<file path="config.mk">
export PLATFORM = sky130hd
export DESIGN_NAME = matrix_mac_flat
export DESIGN_NICKNAME = d
export VERILOG_FILES = /design/src/rtl/idct_config.svh /design/src/rtl/idct_pkg.sv /design/src/rtl/block_ram_if.sv /design/src/rtl/matrix_mac.sv /design/src/flat_wrapper.sv
export SDC_FILE = /design/constraint.sdc
export NUM_CORES = 2
export LEC_CHECK = 0
export ABC_AREA = 1
export BUFFER_PORTS_ARGS = -buffer_cell sky130_fd_sc_hd__buf_4
export CELL_PAD_IN_SITES_DETAIL_PLACEMENT = 2
export CELL_PAD_IN_SITES_GLOBAL_PLACEMENT = 2
export CORE_AREA = 3 3 242 244
export CTS_BUF_LIST = sky130_fd_sc_hd__clkbuf_4 sky130_fd_sc_hd__clkbuf_8
export DETAILED_ROUTE_END_ITERATION = 8
export DIE_AREA = 0 0 245 247
export PLACE_DENSITY_LB_ADDON = 0.08
export SYNTH_ARGS = -nofsm -noshare
export SYNTH_HDL_FRONTEND = slang
export SYNTH_SLANG_ARGS = --single-unit
</file>
<file path="constraint.sdc">
create_clock -name Clock -period 26.7 [get_ports Clock]
set_input_delay 5.34 -clock Clock [delete_from_list [all_inputs] [get_ports Clock]]
set_output_delay 5.34 -clock Clock [all_outputs]
set_load 0.1 [all_outputs]
</file>
<file path="src/rtl/idct_config.svh">
// IDCT configuration macros
`ifndef IDCT_CONFIG_SVH
`define IDCT_CONFIG_SVH

// Frame geometry
`define FRAME_WIDTH 320

// SRAM regions, in 16-bit words
`define PRE_IDCT_BASE 76800
`define Y_BASE 0

// One coefficient per word, two pixels per word
`define COEF_ROW_STRIDE (`FRAME_WIDTH)
`define PIXEL_ROW_STRIDE (`FRAME_WIDTH / 2)

// On-chip block RAM
`define RAM_DEPTH 64

// Scaling after each pass
`define PASS1_SHIFT 8
`define PASS2_SHIFT 16

`endif
</file>
<file path="src/rtl/idct_pkg.sv">
// IDCT shared types
package idct_pkg;

	typedef logic [17:0] sram_addr_t;
	typedef logic [15:0] sram_word_t;
	typedef logic signed [15:0] coef_t;
	typedef logic signed [12:0] cos_t;
	typedef logic signed [31:0] acc_t;
	typedef logic [5:0] ram_addr_t;
	typedef logic [7:0] pixel_t;
	typedef logic [5:0] block_pos_t;

	typedef enum logic [2:0] {
		PHASE_IDLE,
		PHASE_FETCH,
		PHASE_ROWS,
		PHASE_COLS,
		PHASE_WRITE,
		PHASE_DONE
	} idct_phase_t;

	// Scaled cosine for basis k at sample n
	function automatic cos_t cosine_value(input logic [2:0] k, input logic [2:0] n);
		logic [4:0] angle;
		logic [2:0] step;
		logic negative;
		cos_t magnitude;
		// Angle in units of pi/16, taken modulo 2*pi
		angle = 5'((2 * n + 1) * k);
		step = angle[3] ? 3'(4'd8 - {1'b0, angle[2:0]}) : angle[2:0];
		negative = angle[4] ^ angle[3];
		case (step)
			3'd0: magnitude = 13'sd1448;
			3'd1: magnitude = 13'sd2008;
			3'd2: magnitude = 13'sd1892;
			3'd3: magnitude = 13'sd1702;
			3'd4: magnitude = 13'sd1448;
			3'd5: magnitude = 13'sd1137;
			3'd6: magnitude = 13'sd783;
			default: magnitude = 13'sd399;
		endcase
		return negative ? -magnitude : magnitude;
	endfunction

endpackage

</file>
<file path="src/rtl/block_ram_if.sv">
// On-chip RAM port bundle
`timescale 1ns/10ps

interface block_ram_if
	import idct_pkg::*;
();
	ram_addr_t write_address;
	acc_t write_data;
	logic write_enable;
	ram_addr_t read_address;
	acc_t read_data;

	modport producer (
		output write_address,
		output write_data,
		output write_enable
	);

	modport consumer (
		output read_address,
		input read_data
	);

	modport ram (
		input write_address,
		input write_data,
		input write_enable,
		input read_address,
		output read_data
	);
endinterface

</file>
<file path="src/rtl/matrix_mac.sv">
// One matrix product pass of the IDCT
`timescale 1ns/10ps

module matrix_mac
	import idct_pkg::*;
#(
	parameter bit ROW_PASS = 1'b1,
	parameter int SHIFT = 8
)
(
	input logic Clock,
	input logic Resetn,
	input logic go_i,
	output logic done_o,
	block_ram_if.consumer source,
	block_ram_if.producer sink
);
	// Output index in [8:3], product term in [2:0]
	logic [8:0] issue_count;
	logic issuing;
	logic [8:0] data_count;
	logic data_valid;
	logic [2:0] term;
	logic [2:0] sample;
	acc_t operand_even;
	acc_t accumulator;
	acc_t product_even;
	acc_t product_odd;
	acc_t total;
	cos_t cos_even;
	cos_t cos_odd;

	// Rows pass reads in[r][k], columns pass reads in[k][c]
	assign source.read_address = ROW_PASS ? {issue_count[8:6], issue_count[2:0]}
		: {issue_count[2:0], issue_count[5:3]};

	assign term = data_count[2:0];
	assign sample = ROW_PASS ? data_count[5:3] : data_count[8:6];

	// Two multipliers fire on every odd term
	assign cos_even = cosine_value({term[2:1], 1'b0}, sample);
	assign cos_odd = cosine_value(term, sample);
	assign product_even = operand_even * cos_even;
	assign product_odd = source.read_data * cos_odd;
	assign total = (term == 3'd1 ? acc_t'(0) : accumulator) + product_even + product_odd;

	always_ff @(posedge Clock or negedge Resetn) begin
		if (!Resetn) begin
			issuing <= 1'b0;
			issue_count <= '0;
			data_valid <= 1'b0;
			sink.write_enable <= 1'b0;
			done_o <= 1'b0;
		end else begin
			if (go_i) begin
				issuing <= 1'b1;
				issue_count <= '0;
			end else if (issuing) begin
				issue_count <= issue_count + 9'd1;
				if (&issue_count) begin
					issuing <= 1'b0;
				end
			end
			data_valid <= issuing;
			sink.write_enable <= data_valid && term == 3'd7;
			done_o <= data_valid && &data_count;
		end
	end

	always_ff @(posedge Clock) begin
		data_count <= issue_count;
		if (!term[0]) begin
			operand_even <= source.read_data;
		end else begin
			accumulator <= total;
		end
		sink.write_address <= data_count[8:3];
		sink.write_data <= total >>> SHIFT;
	end
endmodule

</file>
<file path="src/flat_wrapper.sv">
// flat-port wrapper written by rule: the top's interface ports become plain ports
module matrix_mac_flat import idct_pkg::*;
#(
	parameter bit ROW_PASS = 1'b1,
	parameter int SHIFT = 8
)
  (Clock, Resetn, go_i, done_o, source_read_address, source_read_data, sink_write_address, sink_write_data, sink_write_enable);
  block_ram_if source_i ();
  block_ram_if sink_i ();
  input logic Clock;
  input logic Resetn;
  input logic go_i;
  output logic done_o;
  output wire logic [$bits(source_i.read_address)-1:0] source_read_address;
  input wire logic [$bits(source_i.read_data)-1:0] source_read_data;
  output wire logic [$bits(sink_i.write_address)-1:0] sink_write_address;
  output wire logic [$bits(sink_i.write_data)-1:0] sink_write_data;
  output wire logic [$bits(sink_i.write_enable)-1:0] sink_write_enable;
  assign source_read_address = source_i.read_address;
  assign source_i.read_data = source_read_data;
  assign sink_write_address = sink_i.write_address;
  assign sink_write_data = sink_i.write_data;
  assign sink_write_enable = sink_i.write_enable;
  matrix_mac #(.ROW_PASS(ROW_PASS), .SHIFT(SHIFT)) u_core (.Clock(Clock), .Resetn(Resetn), .go_i(go_i), .done_o(done_o), .source(source_i), .sink(sink_i));
endmodule
</file>
# Word-level counts from Yosys, hierarchy flattened
# Index checks and enable logic that the tools add are counted.
# classes
addsub,8
n_eq_ne,14
mul,4
n_bitwise,2
reduce_logical,9
n_mux,12
# ops
cell,n
one-hot mux 11 bit (6 select lines),2
adder 32 bit,2
multiplier 32 x 13 -> 32 bit,2
multiplier 32 x 2 -> 4 bit,1
multiplier 32 x 3 -> 5 bit,1
2-to-1 mux 32 bit,1
2-to-1 mux 13 bit,2
negator 11 -> 13 bit,2
== test 3 bit (second input constant),7
2-to-1 mux 9 bit,2
AND reduction 9 bit,2
== test 3 x 2 -> 1 bit (second input constant),4
adder 9 x 1 -> 9 bit (second input constant),1
== test 3 x 1 -> 1 bit (second input constant),3
zero test 3 bit,2
2-to-1 mux 3 bit,2
subtractor 1 x 3 -> 3 bit (first input constant),2
adder 4 x 1 -> 5 bit (second input constant),1
OR reduction 2 bit,2
2-to-1 mux 1 bit,3
logical AND 1 bit,2
nonzero test 2 bit,1
bitwise XOR 1 bit,2
# totals
elab_cells,59
ff_bits,116
output_inout_bits,46
in_bits,35

# Longest topological paths before layout
# depth
ltp_word,12
depth_mapped,50
depth_no_buf,47

# Worst setup path before layout
# Ideal clock, no wire load.
# synth_timing
kind,input-to-reg
startpoint,input source_read_data[12]
endpoint,"register u_core.accumulator[31], data pin"
arrival_ps,11239
path_slack_ps,15205
t_required_ps,26444
setup_time_ps,256
n_path_buf,1
cell_stages,25
path_cell_list,buf_1 > nand2_1 > fa_1 > inv_1 > fa_1 > fa_1 > fa_1 > inv_1 > fa_1 > inv_1 > fa_1 > fa_1 > inv_1 > fa_1 > inv_1 > ha_1 > a21oi_1 > a21boi_1 > o21ai_0 > a21boi_1 > o21bai_1 > nand2_1 > nand3_1 > nand3_1 > nand2_1
# synth_between
elab_chain_cells,2
# synth_lines
item,line,text
start: declaration,flat_wrapper.sv:15,input wire logic [$bits(source_i.read_data)-1:0] source_read_data;
multiplier 32 x 13 -> 32 bit,matrix_mac.sv:44,assign product_odd = source.read_data * cos_odd;
adder 32 bit,matrix_mac.sv:45,assign total = (term == 3'd1 ? acc_t'(0) : accumulator) + product_even + product_odd;
net u_core.total[31],matrix_mac.sv:29,acc_t total;
end signal: assignment,matrix_mac.sv:75,accumulator <= total;
end: declaration,matrix_mac.sv:26,acc_t accumulator;
# The timed path passes the listed nets, and every way through them passes these cells.
# A chain may end at the register's enable or synchronous reset.

# Final worst setup path
# layout_timing
startpoint,input source_read_data[6]
endpoint,"register u_core.accumulator[31], data pin"
# The elaborated chain is that of the path after synthesis.

==> results.tsv <==
stage	metric	value	unit
die	Initial Util	0.448	
placement	GPL Wtd Cong	0.903	
cts	post-CTS setup buffers	0	
timing	fin crit share	0.460	
global_route	met2 GRT Util	0.509	
setup_path	CP max-delay cell	fa_1	
yosys	Mapped Cells	2896	
timing	worst-margin pin slew	0.921	ns
cts	H-Tree Depth	4	
yosys	sequential fraction of the synthesis area	0.120	
timing	FMAX	81.4	MHz
global_route	first-pass GRT wire length	138000	um
global_route	overall routing resource usage	0.308	
detailed_routing	Vias per Instance	5.20	
timing	RSZ-0062 raised after global routing	false	
setup_path	Worst EP arrival	12.56	ns
cts	Num Clock Sinks	116	
setup_path	CP required	26.98	ns
cts	quantity of gates resized following cts	0	
global_route	met1 usage	0.409	
die	core area	56500	um^2
timing	Final WS setup	14.42	ns
detailed_routing	1st-iter DRT viols	1148	
yosys	Post-Syn Nets	3682	
global_route	grt total ovfl	0	
timing	fin crit period	12.28	ns
setup_path	largest fanout on the critical path	10	
timing	Slew headroom	0.386	
die	die height	247	um
timing	clock skew	0.0212	ns
die	Die Area	60500	um^2
setup_path	critical path's largest stage delay	0.58	ns
detailed_routing	DRC	0	
setup_path	CP dominant cell by count	fa_1	
cells_and_area	# nets final	3690	
timing	final setup violating endpoints	0	
global_route	vias in the first global route	23000	
cells_and_area	register area	3030	um^2
cells_and_area	multi-input logic area	18900	um^2
global_route	GR peak layer	met2	
yosys	synthesized area per cell	8.75	um^2
yosys	Yosys warning count	0	
placement	hpwl dp	77300	um
global_route	largest net degree at the start of global routing	81	
timing	Fin Hold WS	0.365	ns
detailed_routing	routed length per instance	24.2	um
detailed_routing	post-route antenna net violation count	0	
status	status	complete, no violations	
setup_path	Setup Crit Path Kind	input pin to flop	
cells_and_area	area grow syn2layout	6.05	%
detailed_routing	DR vias	19100	
cells_and_area	Fillers	6145	
timing	final hold violations	0	
setup_path	crit path launch type	input pin	
cts	CTS Buf Count	17	
timing	TNS Setup	0	ns
placement	dpl ws	14.11	ns
yosys	Synth Cell Area	25300	um^2
cts	cts hold-fix bufs	0	
yosys	number of synthesized flops with an enable pin	64	
yosys	main flop type after synthesis	edfxtp_1	
cts	CTS Buffer Depth	2	
cts	Clock transition at path regs	0.09	ns
flow_run	max_cap viols	0	
setup_path	Worst Setup End Kind	flop	
detailed_routing	Detailed Routing Iterations Pass 1	5	
cts	CTS tree	built	
die	width of the die	245	um
placement	port bufs	80	
die	I/O Pins	81	
detailed_routing	total wire length	89100	um
cells_and_area	share of layout cells above drive strength 1	0.0597	
yosys	Synth cell types	43	
global_route	initial antenna violation count	2	
die	FP Rows	87	
cts	CTS root buf	clkbuf_8	
cts	worst-skew pair later-pin latency	0.53	ns
hold_path	worst hold path type	flop to flop	
yosys	Synth async-reset ratio	0.112	
global_route	GR met3 Demand/Resource	0.0664	
timing	Final Max Tran Viols	0	
yosys	number of synthesized register bits	116	
[state kept, by name (all words and copies together), names as in the netlist]
register,flops
u_core.accumulator,32
u_core.operand_even,32
u_core.sink.write_data,24
u_core.data_count,9
u_core.issue_count,9
u_core.sink.write_address,6
u_core.data_valid,1
u_core.done_o,1
u_core.issuing,1
u_core.sink.write_enable,1
[layout make-up]
| class | instances | share of cell area |
|---|---|---|
| multi-input cells | 1889 | 0.702 |
| flip-flops and latches | 116 | 0.113 |
| inverters | 788 | 0.110 |
| well taps | 756 | 0.0352 |
| repair buffers | 92 | 0.0257 |
| clock buffers | 17 | 0.00871 |
| clock inverters | 15 | 0.00484 |
| diodes | 2 | 0.000186 |
[synthesized netlist by cell type (13+ instances only)]
master / count / share of area
a21oi_1: 37 / 0.0073
buf_1: 14 / 0.0021
buf_4: 15 / 0.0044
clkbuf_1: 69 / 0.010
dfrtp_1: 13 / 0.013
dfxtp_1: 39 / 0.031
edfxtp_1: 64 / 0.076
fa_1: 602 / 0.48
ha_1: 149 / 0.074
inv_1: 761 / 0.11
nand2_1: 617 / 0.091
nand2_2: 15 / 0.0037
nand3_1: 60 / 0.012
nor2_1: 280 / 0.041
o21ai_0: 22 / 0.0043
xnor2_1: 19 / 0.0066
xor2_1: 25 / 0.0086
[cells in the final DEF, fill, tap and decap left out, types with 7 or more instances in the layout]
master      n
inv_1     761
nand2_1   617
fa_1      602
nor2_1    280
ha_1      149
buf_4      92
edfxtp_1   64
nand3_1    60
dfxtp_1    38
a21oi_1    37
xor2_1     25
o21ai_0    22
xnor2_1    19
clkbuf_8   17
nand2_2    15
dfrtp_1    13
inv_2      12
clkinv_1   11
nand2_4    10
nand4_1     7
[logic make-up (layout without fill, tap and decap cells)]
family	after synthesis	after routing	share of synthesized area
other	0	2	0
flip-flops	116	116	0.120
AND/OR/NAND/NOR	1014	1014	0.162
adder cells (fa/ha/maj)	751	751	0.549
AO/OA/AOI/OAI	80	80	0.0177
XOR/XNOR	44	44	0.0152
buffers and inverters	891	912	0.136
[stage by stage]
stage	instances	instance area, um^2	util
final	3675	26900	0.476
after CTS	3673	26900	0.475
after detailed placement	3641	26500	0.469
after floorplan	2896	25300	-
after global routing	3674	26900	0.475
after global placement	3641	26500	0.469
[worst max-delay path: cells and delay by family]
family,cells,cell delay (ns)
adder cells (fa/ha/maj),9,4.47
AND/OR/NAND/NOR,5,0.68
buffers and inverters,8,0.84
AO/OA/AOI/OAI,5,1.21
[worst paths after layout]
path	startpoint	end	slack [ns]	cells after the start
setup / recovery	source_read_data[6]	u_core.accumulator[31]	14.42	27
hold / removal	u_core.data_count[6]	u_core.sink.write_address[3]	0.36	0
setup reg to reg	u_core.data_count[0]	u_core.accumulator[31]	15.08	44
min in group asynchronous	Resetn	u_core.issue_count[0]	4.65	1
max in group asynchronous	Resetn	u_core.sink.write_enable	21.88	1
hold reg to reg	u_core.data_count[6]	u_core.sink.write_address[3]	0.36	0
[per-layer routing]
| layer | share of wire | up-vias |
|---|---|---|
| li1 | - | 8254 |
| met1 | 0.43 | 10200 |
| met2 | 0.47 | 519 |
| met3 | 0.068 | 133 |
| met4 | 0.029 | 0 |
| met5 | 0 | - |
Power is left out: the tool's default activity adds up to more than one toggle a clock period on the data nets, which glitch-free logic cannot reach.
