==> src/rtl/idct_config.svh <==
// IDCT configuration macros
`ifndef IDCT_CONFIG_SVH
`define IDCT_CONFIG_SVH

// Frame geometry
`define FRAME_WIDTH 320

// SRAM regions, in 16-bit words
`define PRE_IDCT_BASE 76800
`define Y_BASE 0

// One coefficient per word, two pixels per word
`define COEF_ROW_STRIDE (`FRAME_WIDTH)
`define PIXEL_ROW_STRIDE (`FRAME_WIDTH / 2)

// On-chip block RAM
`define RAM_DEPTH 64

// Scaling after each pass
`define PASS1_SHIFT 8
`define PASS2_SHIFT 16

`endif
==> src/rtl/idct_pkg.sv <==
// IDCT shared types
package idct_pkg;

	typedef logic [17:0] sram_addr_t;
	typedef logic [15:0] sram_word_t;
	typedef logic signed [15:0] coef_t;
	typedef logic signed [12:0] cos_t;
	typedef logic signed [31:0] acc_t;
	typedef logic [5:0] ram_addr_t;
	typedef logic [7:0] pixel_t;
	typedef logic [5:0] block_pos_t;

	typedef enum logic [2:0] {
		PHASE_IDLE,
		PHASE_FETCH,
		PHASE_ROWS,
		PHASE_COLS,
		PHASE_WRITE,
		PHASE_DONE
	} idct_phase_t;

	// Scaled cosine for basis k at sample n
	function automatic cos_t cosine_value(input logic [2:0] k, input logic [2:0] n);
		logic [4:0] angle;
		logic [2:0] step;
		logic negative;
		cos_t magnitude;
		// Angle in units of pi/16, taken modulo 2*pi
		angle = 5'((2 * n + 1) * k);
		step = angle[3] ? 3'(4'd8 - {1'b0, angle[2:0]}) : angle[2:0];
		negative = angle[4] ^ angle[3];
		case (step)
			3'd0: magnitude = 13'sd1448;
			3'd1: magnitude = 13'sd2008;
			3'd2: magnitude = 13'sd1892;
			3'd3: magnitude = 13'sd1702;
			3'd4: magnitude = 13'sd1448;
			3'd5: magnitude = 13'sd1137;
			3'd6: magnitude = 13'sd783;
			default: magnitude = 13'sd399;
		endcase
		return negative ? -magnitude : magnitude;
	endfunction

endpackage

==> src/rtl/block_ram_if.sv <==
// On-chip RAM port bundle
`timescale 1ns/10ps

interface block_ram_if
	import idct_pkg::*;
();
	ram_addr_t write_address;
	acc_t write_data;
	logic write_enable;
	ram_addr_t read_address;
	acc_t read_data;

	modport producer (
		output write_address,
		output write_data,
		output write_enable
	);

	modport consumer (
		output read_address,
		input read_data
	);

	modport ram (
		input write_address,
		input write_data,
		input write_enable,
		input read_address,
		output read_data
	);
endinterface

==> src/rtl/pixel_writer.sv <==
// Pixel clip, pack and SRAM write
`timescale 1ns/10ps
`include "idct_config.svh"

module pixel_writer
	import idct_pkg::*;
(
	input logic Clock,
	input logic Resetn,
	input logic go_i,
	input block_pos_t block_row_i,
	input block_pos_t block_col_i,
	output sram_addr_t writer_address_o,
	output sram_word_t writer_data_o,
	output logic writer_we_o,
	output logic done_o,
	block_ram_if.consumer ram_port
);
	block_pos_t block_row;
	block_pos_t block_col;
	ram_addr_t read_index;
	logic reading;
	ram_addr_t data_index;
	logic data_valid;
	pixel_t even_pixel;
	pixel_t clipped;

	function automatic pixel_t clip_pixel(input acc_t value);
		pixel_t result;
		if (value < 0) begin
			result = 8'd0;
		end else if (value > 255) begin
			result = 8'd255;
		end else begin
			result = value[7:0];
		end
		return result;
	endfunction

	assign ram_port.read_address = read_index;
	assign clipped = clip_pixel(ram_port.read_data);

	always_ff @(posedge Clock or negedge Resetn) begin
		if (!Resetn) begin
			reading <= 1'b0;
			read_index <= '0;
			data_valid <= 1'b0;
			writer_we_o <= 1'b0;
			done_o <= 1'b0;
		end else begin
			if (go_i) begin
				reading <= 1'b1;
				read_index <= '0;
			end else if (reading) begin
				read_index <= read_index + 6'd1;
				if (read_index == ram_addr_t'(`RAM_DEPTH - 1)) begin
					reading <= 1'b0;
				end
			end
			data_valid <= reading;
			// One word per pixel pair, written on the odd column
			writer_we_o <= data_valid && data_index[0];
			done_o <= data_valid && data_index == ram_addr_t'(`RAM_DEPTH - 1);
		end
	end

	always_ff @(posedge Clock) begin
		if (go_i) begin
			block_row <= block_row_i;
			block_col <= block_col_i;
		end
		data_index <= read_index;
		if (!data_index[0]) begin
			even_pixel <= clipped;
		end
		// Even column in the upper byte
		writer_data_o <= {even_pixel, clipped};
		writer_address_o <= sram_addr_t'(`Y_BASE)
			+ sram_addr_t'({block_row, data_index[5:3]}) * sram_addr_t'(`PIXEL_ROW_STRIDE)
			+ sram_addr_t'({block_col, data_index[2:1]});
	end
endmodule

==> src/flat_wrapper.sv <==
// flat-port wrapper written by rule: the top's interface ports become plain ports
module pixel_writer_flat import idct_pkg::*;
  (Clock, Resetn, go_i, block_row_i, block_col_i, writer_address_o, writer_data_o, writer_we_o, done_o, ram_port_read_address, ram_port_read_data);
  block_ram_if ram_port_i ();
  input logic Clock;
  input logic Resetn;
  input logic go_i;
  input block_pos_t block_row_i;
  input block_pos_t block_col_i;
  output sram_addr_t writer_address_o;
  output sram_word_t writer_data_o;
  output logic writer_we_o;
  output logic done_o;
  output wire logic [$bits(ram_port_i.read_address)-1:0] ram_port_read_address;
  input wire logic [$bits(ram_port_i.read_data)-1:0] ram_port_read_data;
  assign ram_port_read_address = ram_port_i.read_address;
  assign ram_port_i.read_data = ram_port_read_data;
  pixel_writer u_core (.Clock(Clock), .Resetn(Resetn), .go_i(go_i), .block_row_i(block_row_i), .block_col_i(block_col_i), .writer_address_o(writer_address_o), .writer_data_o(writer_data_o), .writer_we_o(writer_we_o), .done_o(done_o), .ram_port(ram_port_i));
endmodule
==> config.mk <==
export PLATFORM = sky130hd
export DESIGN_NAME = pixel_writer_flat
export DESIGN_NICKNAME = d
export VERILOG_FILES = /design/src/rtl/idct_pkg.sv /design/src/rtl/block_ram_if.sv /design/src/rtl/pixel_writer.sv /design/src/flat_wrapper.sv
export VERILOG_INCLUDE_DIRS = /design/src /design/src/rtl
export SDC_FILE = /design/constraint.sdc
export NUM_CORES = 1
export LEC_CHECK = 0
export BUFFER_PORTS_ARGS = -buffer_cell sky130_fd_sc_hd__buf_4
export CELL_PAD_IN_SITES_DETAIL_PLACEMENT = 0
export CELL_PAD_IN_SITES_GLOBAL_PLACEMENT = 1
export CORE_ASPECT_RATIO = 0.9
export CORE_MARGIN = 4
export CORE_UTILIZATION = 36
export CTS_BUF_LIST = sky130_fd_sc_hd__clkbuf_8
export CTS_CLUSTER_SIZE = 12
export DETAILED_ROUTE_END_ITERATION = 7
export PLACE_DENSITY = 0.88
export SKIP_LAST_GASP = 1
export SLEW_MARGIN = 20
export SYNTH_ARGS = -nofsm -noshare
export SYNTH_HDL_FRONTEND = slang
export SYNTH_SLANG_ARGS = --single-unit
export TNS_END_PERCENT = 10
==> constraint.sdc <==
create_clock -name Clock -period 2.3 [get_ports Clock]
set_input_delay 0.23 -clock Clock [delete_from_list [all_inputs] [get_ports Clock]]
set_output_delay 0.23 -clock Clock [all_outputs]
set_load 0.02 [all_outputs]
**After elaboration in Yosys (flattened, before gate mapping)**

Index checks and enable logic that the tools add are counted.

- Bits in registers: 70
- Logic and storage cells: 28

- Add/subtract/negate cells: 2
- $mul: 1
- $lt $le $gt $ge: 2
- Equality and inequality tests: 2
- Mux-type cells: 7
- Reduce and logical (&&, ||, !) cells: 3

Operators with widths:

| cell | count |
|---|---|
| $gt 32x9->1 const B | 1 |
| $lt 32x1->1 const B | 1 |
| $add 17x8->18 | 1 |
| $mux 8 | 2 |
| $eq 6x6->1 const B | 2 |
| $mul 9x3->12 const B | 1 |
| $mux 6 | 2 |
| $add 6x1->6 const B | 1 |
| $mux 1 | 3 |
| $logic_and 1x1->1 | 2 |
| $reduce_bool 2->1 | 1 |

**Longest topological paths before layout**

- Depth in word-level cells: 4
- Mapped depth: 10
- Gate-level depth less buffers: 10

**Worst setup path before layout**

Ideal clock, no wire load.

- Path type: flip-flop to flip-flop
- From: register u_core.block_row[0]
- To: register u_core.writer_address_o[15]
- Data arrival time: 2.153 ns
- Required time: 2.177 ns
- Slack: 0.025 ns
- Cell stages (with the launch flop): 11
- Buffers on the path: 0
- Period minus slack after synthesis: 2.275 ns
- Cell sequence: edfxtp_1 ha_1 ha_1 inv_1 fa_1 nand2b_1 a21oi_2 a31oi_1 xor2_1 nor3_2 xnor2_1

- Longest elaborated chain between the ends: 2

RTL lines:

| element | RTL line | RTL |
|---|---|---|
| start, declared | pixel_writer.sv:19 | `block_pos_t block_row;` |
| start signal, assigned | pixel_writer.sv:69 | `block_row <= block_row_i;` |
| $mul 9x3->12 | pixel_writer.sv:79 | `` + sram_addr_t'({block_row, data_index[5:3]}) * sram_addr_t'(`PIXEL_ROW_STRIDE) `` |
| $add 17x8->18 | pixel_writer.sv:78 | `` writer_address_o <= sram_addr_t'(`Y_BASE) `` |
| end signal, assigned | pixel_writer.sv:78 |  |
| end, declared | pixel_writer.sv:13 | `output sram_addr_t writer_address_o,` |

Every way passes these cells.
A chain may end at the register's enable or synchronous reset.

**Worst setup path after layout**

Ends and elaborated chain as after synthesis.

==> impl_results.md <==
- Result of the run: complete, but fails checks
- Failing checks: negative setup slack
- Xor/xnor share of the synthesized area: 7.41%
- Max Clock Freq: 0.429 GHz
- Total iterations of the first detailed-routing run: 4
- Routed vias: 1734
- Chip Width: 97.0 um
- Core Box Area: 6760 sq um
- Startpoint types: flop
- Overflow left after global routing: 0
- Pin count of the biggest net entering global routing: 20
- Clk buf depth: 2
- Share of cells above drive strength 1: 43.8%
- Maximum clock skew at final layout: 0.00523 ns
- Routed vias/inst: 4.38
- Final standard cell count with taps included and fillers excluded: 396
- Worst Setup Path Type: reg -> reg
- Number of antenna cells inserted: 0
- Clock input transition at the sequential cells of the worst setup and hold paths: 0.07 ns
- Arrival time at the worst endpoint: 2.60 ns
- Setup repair after global routing missed its margin: true
- # IOs: 89
- Mean instance size in the synthesized netlist: 13.3 sq um
- Async SR Flop Fraction: 14.3%
- Initial cell density of the core: 37.9%
- H-tree Lvls: 3
- Power density over the cells: 785 nW/um^2
- Yosys warnings: 0
- Die area: 8540 sq um
- Number of CTS-inserted buffers: 9
- Initial detailed-routing violation count: 37
- Placed Cells incl. Taps: 376
- Global Route Usage Sum: 12.6%
- Required time reported for the critical path endpoint: 2.56 ns
- Period minus WS final: 2.33 ns
- Area growth from synthesis to final layout: 43.7%
- TritonCTS clock tree: done
- Mux share of post-synthesis cell area: 0.390%
- Final setup violation count: 2
- Fin crit share: 101%
- Number of synthesized register bits: 70
- Cells taking the most area after synthesis: sky130_fd_sc_hd__dfxtp_1 31%, sky130_fd_sc_hd__edfxtp_1 23%, sky130_fd_sc_hd__dfrtp_1 9.8%, sky130_fd_sc_hd__ha_1 8.8%, sky130_fd_sc_hd__xor2_1 3.8%
- Weighted congestion reported at the end of routability-driven placement: 0.761
- Post-detailed-route count of antenna-violating nets: 0
- Area share of and/or/nand/nor cells after synthesis: 11.7%
- Peak fanout along the critical path: 3
- Cell type with the highest aggregate area in the netlist: sky130_fd_sc_hd__dfxtp_1
- End-of-flow core utilization: 54.5%
- Detailed Place HPWL: 3980 um
- Number of flops mapped to enable cells by yosys: 20
- Maximum vdd drop: 399 uV
- Min-delay worst type: in -> reg
- Vias in the first global route: 1789
- Clock Root Buffer: sky130_fd_sc_hd__clkbuf_8
- Buffers added on ports: 88
- Vertical extent of the die: 88.1 um
- Summed instance area of the synthesized netlist: 2560 sq um
- Number of instances in the synthesized netlist: 193
- Final worst setup slack: -0.0336 ns
- Complex-gate fraction of the synthesized area: 4.15%
- P_leak: 1.67 nW
- # DRC: 0
- Sequential-to-total area share from yosys stat: 64.4%
- Cell variety after synth: 35
- Most used DFF post-synth: sky130_fd_sc_hd__dfxtp_1
- Kind of end point of the critical path: flop
- Max-cap violations: 0
- Global-route wire length before repair: 8320 um
- Post-Route Hold Slack: 0.0691 ns
- Area share of fa/ha/maj cells after synthesis: 10.3%
- Wire length after detailed routing: 5100 um
- Combinational family with the most area after synthesis: simple AND/OR/NAND/NOR gates
- Synthesized netlist net count: 260
- Share of the synthesized area in the top cell type: 31.2%
- Antenna violations before repair: 0
- Later-pin clock latency in the skew report: 0.33 ns
- Std-Cell Rows: 28
- Clock Sinks: 70
- Number of hold violations in the final report: 0
- Detailed-route wire length per cell: 12.9 um
- # fillers: 598
- Final layout net count: 368
- Final Max Slew Viols: 0
[stage by stage]
step / power (mW) / cell area, sq um / setup WS [ns] / TNS, ns
2_1_floorplan: 1.70 / 2560 / 0.0247 / 0
3_3_place_gp: 1.92 / 3380 / -0.0483 / -0.0483
3_5_place_dp: 1.93 / 3380 / -0.104 / -0.133
4_1_cts: 2.92 / 3660 / -0.00490 / -0.00490
5_1_grt: 3.03 / 3690 / -0.143 / -0.599
6_report: 2.89 / 3690 / -0.0336 / -0.0507
[path summary, 6_finish.rpt]
kind                                      startpoint                              end  slack, ns  cells after the start
max in group asynchronous                     Resetn  u_core.ram_port.read_address[0]       1.90                      2
worst max-delay path             u_core.block_row[0]      u_core.writer_address_o[15]      -0.03                     10
min in group asynchronous                     Resetn                   u_core.reading       0.25                      2
worst min-delay path                  block_col_i[2]              u_core.block_col[2]       0.07                      1
worst max register to register   u_core.block_row[0]      u_core.writer_address_o[15]      -0.03                     10
worst min register to register  u_core.even_pixel[6]         u_core.writer_data_o[14]       0.34                      0
[cell usage after synthesis (3+ instances only)]
cell,number
sky130_fd_sc_hd__nor3_1,9
sky130_fd_sc_hd__a21o_1,4
sky130_fd_sc_hd__o21ai_0,3
sky130_fd_sc_hd__inv_1,8
sky130_fd_sc_hd__nor4_1,6
sky130_fd_sc_hd__xnor2_1,7
sky130_fd_sc_hd__nor2_1,17
sky130_fd_sc_hd__nand4_1,4
sky130_fd_sc_hd__ha_1,18
sky130_fd_sc_hd__dfxtp_1,40
sky130_fd_sc_hd__xor2_1,11
sky130_fd_sc_hd__nand2_1,5
sky130_fd_sc_hd__dfrtp_1,10
sky130_fd_sc_hd__a21oi_1,3
sky130_fd_sc_hd__edfxtp_1,20
sky130_fd_sc_hd__nand3_1,4
[kinds of logic (layout without fill, tap and decap cells)]
logic type | after synthesis | count (layout)
flops | 70 | 70
simple gates | 55 | 55
compound gates | 16 | 16
xor+xnor | 20 | 20
mux | 1 | 1
other cells | 1 | 1
buf+inv | 10 | 123
fa+ha+maj | 20 | 20
[power by group]
group          leakage [nW]  switching [mW]  internal (mW)  total [mW]
Sequential            0.658          0.0343           1.38        1.41
Combinational         0.907           0.271          0.250       0.521
Clock                 0.106           0.435          0.527       0.962
[final cells by class]
cell class,count,area [sq um],share of cell area [%]
Clock inverter,6,60.1,1.63
Inverter,8,30.0,0.815
Tap cell,90,113,3.05
Timing Repair Buffer,99,746,20.2
Sequential cell,70,1650,44.8
Multi-Input combinational cell,113,948,25.7
Clock buffer,10,138,3.73
[per-layer routing]
metal	up-vias	global-route usage, %	share of wire (%)
met3	11	4.14	5.2
met1	793	14.0	40
met4	0	6.25	2.3
li1	887	-	-
met2	43	22.1	52
met5	-	0	0
[sequential cells by signal, summed over array words and instances (netlist names)]
| name | flops |
|---|---|
| u_core.block_col | 6 |
| u_core.block_row | 6 |
| u_core.data_index | 6 |
| u_core.data_valid | 1 |
| u_core.done_o | 1 |
| u_core.even_pixel | 8 |
| u_core.ram_port.read_address | 6 |
| u_core.reading | 1 |
| u_core.writer_address_o | 18 |
| u_core.writer_data_o | 16 |
| u_core.writer_we_o | 1 |
[critical path, cell delays in order, from the launching register on]
cell and delay [ns]:
sky130_fd_sc_hd__edfxtp_1 0.39, sky130_fd_sc_hd__ha_1 0.29, sky130_fd_sc_hd__ha_2 0.17, sky130_fd_sc_hd__inv_1 0.05, sky130_fd_sc_hd__fa_2 0.35, sky130_fd_sc_hd__nand2b_4 0.16
sky130_fd_sc_hd__a21oi_4 0.19, sky130_fd_sc_hd__a31oi_4 0.12, sky130_fd_sc_hd__xor2_2 0.19, sky130_fd_sc_hd__nor3_2 0.22, sky130_fd_sc_hd__xnor2_1 0.13
[placed cells by master (no fill, tap or decap), drive strengths merged, types with 6 or more instances in the layout]
| cell type | n |
|---|---|
| buf | 98 |
| clkbuf | 10 |
| dfrtp | 10 |
| dfxtp | 40 |
| edfxtp | 20 |
| ha | 18 |
| inv | 9 |
| nor2 | 17 |
| nor3 | 10 |
| nor4 | 6 |
| xnor2 | 8 |
| xor2 | 12 |
[what timing repair did]
action	4_1_cts	5_1_grt
setup endpoints to repair	3	5
pin swaps	5	3
setup buffers	2	1
hold buffers	1	0
gates resized for setup	9	4
gates cloned	0	0
endpoints found under the hold margin	10	0
Note: power is estimated with default switching activity, not from simulation.
