--- src/rtl/idct_config.svh ---
// IDCT configuration macros
`ifndef IDCT_CONFIG_SVH
`define IDCT_CONFIG_SVH

// Frame geometry
`define FRAME_WIDTH 320

// SRAM regions, in 16-bit words
`define PRE_IDCT_BASE 76800
`define Y_BASE 0

// One coefficient per word, two pixels per word
`define COEF_ROW_STRIDE (`FRAME_WIDTH)
`define PIXEL_ROW_STRIDE (`FRAME_WIDTH / 2)

// On-chip block RAM
`define RAM_DEPTH 64

// Scaling after each pass
`define PASS1_SHIFT 8
`define PASS2_SHIFT 16

`endif
--- src/rtl/idct_pkg.sv ---
// IDCT shared types
package idct_pkg;

	typedef logic [17:0] sram_addr_t;
	typedef logic [15:0] sram_word_t;
	typedef logic signed [15:0] coef_t;
	typedef logic signed [12:0] cos_t;
	typedef logic signed [31:0] acc_t;
	typedef logic [5:0] ram_addr_t;
	typedef logic [7:0] pixel_t;
	typedef logic [5:0] block_pos_t;

	typedef enum logic [2:0] {
		PHASE_IDLE,
		PHASE_FETCH,
		PHASE_ROWS,
		PHASE_COLS,
		PHASE_WRITE,
		PHASE_DONE
	} idct_phase_t;

	// Scaled cosine for basis k at sample n
	function automatic cos_t cosine_value(input logic [2:0] k, input logic [2:0] n);
		logic [4:0] angle;
		logic [2:0] step;
		logic negative;
		cos_t magnitude;
		// Angle in units of pi/16, taken modulo 2*pi
		angle = 5'((2 * n + 1) * k);
		step = angle[3] ? 3'(4'd8 - {1'b0, angle[2:0]}) : angle[2:0];
		negative = angle[4] ^ angle[3];
		case (step)
			3'd0: magnitude = 13'sd1448;
			3'd1: magnitude = 13'sd2008;
			3'd2: magnitude = 13'sd1892;
			3'd3: magnitude = 13'sd1702;
			3'd4: magnitude = 13'sd1448;
			3'd5: magnitude = 13'sd1137;
			3'd6: magnitude = 13'sd783;
			default: magnitude = 13'sd399;
		endcase
		return negative ? -magnitude : magnitude;
	endfunction

endpackage

--- src/rtl/block_ram_if.sv ---
// On-chip RAM port bundle
`timescale 1ns/10ps

interface block_ram_if
	import idct_pkg::*;
();
	ram_addr_t write_address;
	acc_t write_data;
	logic write_enable;
	ram_addr_t read_address;
	acc_t read_data;

	modport producer (
		output write_address,
		output write_data,
		output write_enable
	);

	modport consumer (
		output read_address,
		input read_data
	);

	modport ram (
		input write_address,
		input write_data,
		input write_enable,
		input read_address,
		output read_data
	);
endinterface

--- src/rtl/block_fetch.sv ---
// Coefficient block fetch
`timescale 1ns/10ps
`include "idct_config.svh"

module block_fetch
	import idct_pkg::*;
(
	input logic Clock,
	input logic Resetn,
	input logic go_i,
	input block_pos_t block_row_i,
	input block_pos_t block_col_i,
	input sram_word_t sram_read_data_i,
	output sram_addr_t fetch_address_o,
	output logic done_o,
	block_ram_if.producer ram_port
);
	// Port register in control plus two SRAM cycles
	localparam int LATENCY = 3;

	block_pos_t block_row;
	block_pos_t block_col;
	ram_addr_t index;
	logic active;
	ram_addr_t index_pipe [LATENCY];
	logic [LATENCY-1:0] valid_pipe;
	coef_t coefficient;

	always_ff @(posedge Clock or negedge Resetn) begin
		if (!Resetn) begin
			active <= 1'b0;
			index <= '0;
			valid_pipe <= '0;
		end else begin
			if (go_i) begin
				active <= 1'b1;
				index <= '0;
			end else if (active) begin
				index <= index + 6'd1;
				if (index == ram_addr_t'(`RAM_DEPTH - 1)) begin
					active <= 1'b0;
				end
			end
			valid_pipe <= {valid_pipe[LATENCY-2:0], active};
		end
	end

	always_ff @(posedge Clock) begin
		if (go_i) begin
			block_row <= block_row_i;
			block_col <= block_col_i;
		end
		index_pipe[0] <= index;
		for (int i = 1; i < LATENCY; i++) begin
			index_pipe[i] <= index_pipe[i-1];
		end
	end

	// Row r and column c of the block, row-major index
	assign fetch_address_o = sram_addr_t'(`PRE_IDCT_BASE)
		+ sram_addr_t'({block_row, index[5:3]}) * sram_addr_t'(`COEF_ROW_STRIDE)
		+ sram_addr_t'({block_col, index[2:0]});

	assign coefficient = sram_read_data_i;
	assign ram_port.write_enable = valid_pipe[LATENCY-1];
	assign ram_port.write_address = index_pipe[LATENCY-1];
	assign ram_port.write_data = acc_t'(coefficient);

	assign done_o = valid_pipe[LATENCY-1]
		&& index_pipe[LATENCY-1] == ram_addr_t'(`RAM_DEPTH - 1);
endmodule

--- src/flat_wrapper.sv ---
// flat-port wrapper written by rule: the top's interface ports become plain ports
module block_fetch_flat import idct_pkg::*;
  (Clock, Resetn, go_i, block_row_i, block_col_i, sram_read_data_i, fetch_address_o, done_o, ram_port_write_address, ram_port_write_data, ram_port_write_enable);
  block_ram_if ram_port_i ();
  input logic Clock;
  input logic Resetn;
  input logic go_i;
  input block_pos_t block_row_i;
  input block_pos_t block_col_i;
  input sram_word_t sram_read_data_i;
  output sram_addr_t fetch_address_o;
  output logic done_o;
  output wire logic [$bits(ram_port_i.write_address)-1:0] ram_port_write_address;
  output wire logic [$bits(ram_port_i.write_data)-1:0] ram_port_write_data;
  output wire logic [$bits(ram_port_i.write_enable)-1:0] ram_port_write_enable;
  assign ram_port_write_address = ram_port_i.write_address;
  assign ram_port_write_data = ram_port_i.write_data;
  assign ram_port_write_enable = ram_port_i.write_enable;
  block_fetch u_core (.Clock(Clock), .Resetn(Resetn), .go_i(go_i), .block_row_i(block_row_i), .block_col_i(block_col_i), .sram_read_data_i(sram_read_data_i), .fetch_address_o(fetch_address_o), .done_o(done_o), .ram_port(ram_port_i));
endmodule
--- config.mk ---
export PLATFORM = sky130hd
export DESIGN_NAME = block_fetch_flat
export DESIGN_NICKNAME = d
export VERILOG_FILES = /design/src/rtl/idct_pkg.sv /design/src/rtl/block_ram_if.sv /design/src/rtl/block_fetch.sv /design/src/flat_wrapper.sv
export VERILOG_INCLUDE_DIRS = /design/src /design/src/rtl
export SDC_FILE = /design/constraint.sdc
export NUM_CORES = 1
export LEC_CHECK = 0
export ABC_AREA = 1
export BUFFER_PORTS_ARGS = -buffer_cell sky130_fd_sc_hd__buf_2
export CAP_MARGIN = 20
export CELL_PAD_IN_SITES_DETAIL_PLACEMENT = 0
export CELL_PAD_IN_SITES_GLOBAL_PLACEMENT = 1
export CORE_MARGIN = 2
export CORE_UTILIZATION = 36
export DETAILED_ROUTE_END_ITERATION = 12
export PLACE_DENSITY_LB_ADDON = 0.25
export RECOVER_POWER = 25
export SLEW_MARGIN = 20
export SYNTH_ARGS = -nofsm -noshare
export SYNTH_HDL_FRONTEND = slang
export SYNTH_SLANG_ARGS = --single-unit
--- constraint.sdc ---
create_clock -name Clock -period 7 [get_ports Clock]
set_input_delay 1.05 -clock Clock [delete_from_list [all_inputs] [get_ports Clock]]
set_output_delay 1.05 -clock Clock [all_outputs]
set_load 0.005 [all_outputs]
# Word-level counts from Yosys, hierarchy flattened
# Memories as Yosys holds them, arrays and structs flattened.
# Cells that the tools add are included.
# Widths: inputs -> output; s select.
# op_classes
addsub	3
multipliers	1
eq_ne	2
n_mux	5
reduce_logical	2
# op_table
op	count
$add 17x18->18 const A	1
$add 18x9->18	1
$eq 6x6->1 const B	2
$mul 9x3->12 const B	1
$mux 6	2
$add 6x1->6 const B	1
$mux 1	3
$reduce_bool 2->1	1
$logic_and 1x1->1	1
# word_totals
ff_bits	22
mem_bits_rw	18
memories	1
# memory_table
memory	words	word_bits	rd	rd_clocked_by_memory_dff	write_ports	line	rtl
u_core.index_pipe	3	6	3	0	3	block_fetch.sv:25	ram_addr_t index_pipe [LATENCY];

# Logic depth before layout (Yosys ltp)
# depth
depth_word	4
mapped_depth	16

# Least setup slack after synthesis
# Ideal clock, no wire load.
# synth_timing
path_type	register to output
start	register u_core.index[4]
end	output fetch_address_o[15]
arrival_time_ns	2.061
required_time_ns	5.950
setup_slack_ns	3.889
path_stages_with_launch	12
cell_sequence	dfrtp_1 -> ha_1 -> ha_1 -> inv_1 -> fa_1 -> nand2_1 -> inv_1 -> nand4_1 -> nand3_1 -> nand2_2 -> a21oi_1 -> xnor2_1
# synth_between
elab_chain_len	3
# synth_rtl
element	line	rtl
from (decl)	block_fetch.sv:23	ram_addr_t index;
from (signal assigned)	block_fetch.sv:39	index <= index + 6'd1;
$mul 9x3->12	block_fetch.sv:61	+ sram_addr_t'({block_row, index[5:3]}) * sram_addr_t'(`COEF_ROW_STRIDE)
$add 17x18->18	block_fetch.sv:60	assign fetch_address_o = sram_addr_t'(`PRE_IDCT_BASE)
$add 18x9->18	block_fetch.sv:60	
to (decl)	flat_wrapper.sv:11	output sram_addr_t fetch_address_o;
# Every way passes these cells.

# Worst setup path in the final report
# Ends and elaborated chain as after synthesis.

==> reports/qor.json <==
{
  "critical_path": {
    "cp_cell_sequence": "ha_1, ha_1, inv_1, fa_1, nand2_1, inv_1, nand4_1, nand3_1, nand2_2, a21oi_1, xnor2_1, buf_2",
    "critical-path-slowest-cell": "sky130_fd_sc_hd__fa_1",
    "required_time_of_the_critical_path_ns": 5.95,
    "worstPathMaxFanout": 5,
    "path_class": "reg -> out",
    "worst_ep_arrival_time_ns": 2.64,
    "critPathLaunchType": "register",
    "reg2reg_setup_slack_ns": 5.76,
    "startpoint_of_the_worst_setup_timing_path": "u_core.index[4]",
    "setup.worst_path.end_class": "output pin",
    "regToRegStartpoint": "u_core.active",
    "biggest_cell_delay_along_the_critical_path_ns": 0.53
  },
  "floorplan": {
    "area_of_the_core_sq_mm": 0.00592,
    "floorplan.initialDensity": 0.373,
    "floorplan.die.width_microns": 82.3,
    "die-area_sq_mm": 0.00677,
    "boundaryPins": 89,
    "die-height_microns": 82.3,
    "floorplan.rows": 28
  },
  "sta": {
    "hold_violations": 0,
    "finalSetupTns_ns": 0,
    "timing.final.crit_period_ns": 3.69,
    "clock.fmax_mhz": 271,
    "timing.final.ws_setup_ns": 3.31,
    "final_max_slew_viol_count": 0,
    "clock-skew-final_ns": 0.00405,
    "final_setup_viols": 0,
    "tightest_slew_ns": 0.572,
    "share_of_the_clock_period_used_by_the_worst_path_after_layout": 0.526,
    "grt_setup_unrepaired": "no",
    "slew-limit-headroom": 0.619
  },
  "drt": {
    "highest_layer": "met4",
    "drc": 0,
    "totalWireLength_mm": 3.54,
    "vias": 1349,
    "detailroute.wirelength.met2_mm": 1.38,
    "detail_route.iter0.violations": 42,
    "wl_met1_mm": 1.80,
    "detailedRoute.firstPassIterationCount": 4,
    "ant_nets": 0,
    "wl_met3_microns": 293,
    "wire_per_inst_microns": 11.4,
    "avgViaCountPerCell": 4.32
  },
  "cts": {
    "clkSinkCount": 40,
    "cts_max_path_buffers": 2,
    "clock_latency_ns": 0.29,
    "cts_max_level": 2,
    "cts_tree": "built",
    "clkTransAtPathRegs_ns": 0.08,
    "cts_resized": 0,
    "cts_hold_buffers": 0,
    "cts_setup_buffers": 0,
    "cts-buffers-inserted": 5,
    "cts_root_buffer": "sky130_fd_sc_hd__clkbuf_8"
  },
  "global_route": {
    "first_pass_grt_wire_length_mm": 5.80,
    "largest_net_degree_at_the_start_of_global_routing": 18,
    "grt_antenna_before_repair": 0,
    "grt_overflow_total": 0,
    "vias_in_the_first_global_route": 1288,
    "grt.total_usage": 0.115
  },
  "place": {
    "hpwl_mm": 2.85,
    "placement.io_buffers": 40,
    "dp_slack_ns": 3.61,
    "gpl.final_weighted_congestion": 0.729
  },
  "power": {
    "total_leakage_power_nw": 1.11,
    "cellPowerDensity_mw_per_mm2": 244,
    "worst_ir_drop_vdd_v": 0.000122
  },
  "yosys": {
    "synth-seq-area-share": 0.440,
    "yosysWarnings": 0,
    "syn_area_sq_mm": 0.00221,
    "yosys.cell_types.count": 27,
    "syn-num-nets": 284,
    "synthesis.instances": 233,
    "synth_area_per_cell_sq_um": 9.47,
    "ys_ff_latch": 40
  },
  "run": {
    "timing.max_cap.violations": 0
  },
  "run_status": {
    "run_status": "complete, no violations"
  },
  "worst_hold_path": {
    "hp-start": "u_core.index_pipe[0][9]",
    "hold_path_class": "reg -> reg"
  },
  "cells_and_area": {
    "antenna_cells_inserted": 0,
    "synthToLayoutAreaGrowth_pct": 3.23,
    "drive_above_1_share": 0.245,
    "final_layout_net_count": 287
  }
}
==> routing by layer <==
layer / GRT usage / vias up
met5: 0 / -
met4: 0.0583 / 0
met3: 0.0348 / 16
met2: 0.160 / 38
met1: 0.160 / 585
li1: - / 710
==> cells in the mapped netlist <==
| master | number | area share |
|---|---|---|
| sky130_fd_sc_hd__nor2_4 | 1 | 0.0051 |
| sky130_fd_sc_hd__ha_1 | 18 | 0.10 |
| sky130_fd_sc_hd__xor2_1 | 4 | 0.016 |
| sky130_fd_sc_hd__xor2_2 | 1 | 0.0074 |
| sky130_fd_sc_hd__a21oi_1 | 10 | 0.023 |
| sky130_fd_sc_hd__a31oi_1 | 1 | 0.0028 |
| sky130_fd_sc_hd__nand3b_1 | 1 | 0.0034 |
| sky130_fd_sc_hd__inv_1 | 25 | 0.043 |
| sky130_fd_sc_hd__o21ai_0 | 2 | 0.0045 |
| sky130_fd_sc_hd__nand2_2 | 7 | 0.020 |
| sky130_fd_sc_hd__nor2_1 | 10 | 0.017 |
| sky130_fd_sc_hd__edfxtp_1 | 12 | 0.16 |
| sky130_fd_sc_hd__nand3_1 | 11 | 0.025 |
| sky130_fd_sc_hd__nor3_1 | 1 | 0.0023 |
| sky130_fd_sc_hd__o311ai_0 | 1 | 0.0040 |
| sky130_fd_sc_hd__buf_4 | 44 | 0.15 |
| sky130_fd_sc_hd__fa_1 | 2 | 0.018 |
| sky130_fd_sc_hd__dfrtp_1 | 10 | 0.11 |
| sky130_fd_sc_hd__nand4_1 | 3 | 0.0085 |
| sky130_fd_sc_hd__nor2_2 | 1 | 0.0028 |
| sky130_fd_sc_hd__o21a_1 | 1 | 0.0034 |
| sky130_fd_sc_hd__dfxtp_1 | 18 | 0.16 |
| sky130_fd_sc_hd__o31ai_1 | 1 | 0.0034 |
| sky130_fd_sc_hd__xnor2_1 | 6 | 0.024 |
| sky130_fd_sc_hd__nand2_4 | 1 | 0.0051 |
| sky130_fd_sc_hd__or2_1 | 1 | 0.0028 |
| sky130_fd_sc_hd__nand2_1 | 40 | 0.068 |
==> metrics by stage <==
stage / power [W] / util / cells / hold slack, ns / instance area [sq um]
3_3_place_gp: 0.000389 / 0.367 / 304 / 0.311 / 2170
4_1_cts: 0.000566 / 0.385 / 312 / 0.331 / 2280
6_report: 0.000557 / 0.385 / 312 / 0.330 / 2280
3_5_place_dp: 0.000390 / 0.367 / 304 / 0.312 / 2170
2_1_floorplan: 0.000366 / - / 233 / 0.310 / 2210
5_1_grt: 0.000594 / 0.385 / 312 / 0.337 / 2280
==> layout by cell type, fill, tap and decap left out <==
master	count
sky130_fd_sc_hd__a21oi_1	10
sky130_fd_sc_hd__a31oi_1	1
sky130_fd_sc_hd__buf_2	39
sky130_fd_sc_hd__clkbuf_1	1
sky130_fd_sc_hd__clkbuf_16	1
sky130_fd_sc_hd__clkbuf_8	5
sky130_fd_sc_hd__dfrtp_1	10
sky130_fd_sc_hd__dfxtp_1	18
sky130_fd_sc_hd__edfxtp_1	12
sky130_fd_sc_hd__fa_1	2
sky130_fd_sc_hd__ha_1	18
sky130_fd_sc_hd__inv_1	25
sky130_fd_sc_hd__inv_4	1
sky130_fd_sc_hd__inv_6	1
sky130_fd_sc_hd__nand2_1	40
sky130_fd_sc_hd__nand2_2	7
sky130_fd_sc_hd__nand2_4	1
sky130_fd_sc_hd__nand3_1	11
sky130_fd_sc_hd__nand3b_1	1
sky130_fd_sc_hd__nand4_1	3
sky130_fd_sc_hd__nor2_1	10
sky130_fd_sc_hd__nor2_2	1
sky130_fd_sc_hd__nor2_4	1
sky130_fd_sc_hd__nor3_1	1
sky130_fd_sc_hd__o21a_1	1
sky130_fd_sc_hd__o21ai_0	2
sky130_fd_sc_hd__o311ai_0	1
sky130_fd_sc_hd__o31ai_1	1
sky130_fd_sc_hd__or2_1	1
sky130_fd_sc_hd__xnor2_1	6
sky130_fd_sc_hd__xor2_1	4
sky130_fd_sc_hd__xor2_2	1
==> state kept, by name (all words and copies together), names as in the netlist <==
signal and count:
u_core.valid_pipe 3, u_core.block_col 6, u_core.block_row 6, u_core.index_pipe 18, u_core.index 6, u_core.active 1
==> path summary, 6_finish.rpt <==
| check | endpoint | cells past startpoint |
|---|---|---|
| min reg2reg | u_core.index_pipe[0][15] | 0 |
| max | fetch_address_o[15] | 12 |
| min in group asynchronous | u_core.index[0] | 1 |
| min | u_core.index_pipe[0][15] | 0 |
| max in group asynchronous | u_core.index[5] | 1 |
| max reg2reg | u_core.index[4] | 6 |
==> cells by family after synthesis <==
logic type / Yosys count / synth area share
flip-flops: 40 / 0.440
XOR/XNOR: 11 / 0.0471
AND/OR/NAND/NOR: 77 / 0.160
adder cells (fa/ha/maj): 20 / 0.120
buffers and inverters: 69 / 0.192
AO/OA/AOI/OAI: 16 / 0.0408
==> final cells by class <==
cell class / instances / area, sq um
Fill cell: 605 / 3640
Sequential cell: 40 / 971
Multi-Input combinational cell: 124 / 812
Timing Repair Buffer: 40 / 199
Clock buffer: 6 / 93.8
Inverter: 25 / 93.8
Tap cell: 75 / 93.8
Clock inverter: 2 / 15.0
==> where the power goes <==
group	switching, W	total [W]	internal [W]
clock	0.0000811	0.000174	0.0000932
combinational	0.0000684	0.000125	0.0000566
sequential	0.00000608	0.000258	0.000251
total	0.000156	0.000557	0.000401
==> worst max-delay path, delay by kind of cell (launching register included) <==
family	cells	cell delay (ns)
adders and majority gates	3	1.01
DFF	1	0.43
and+or+nand+nor	4	0.38
buffers and inverters	3	0.24
AOI/OAI and AO/OA	1	0.16
xor gates and xnor gates	1	0.13
(Power assumes the default switching activity.)
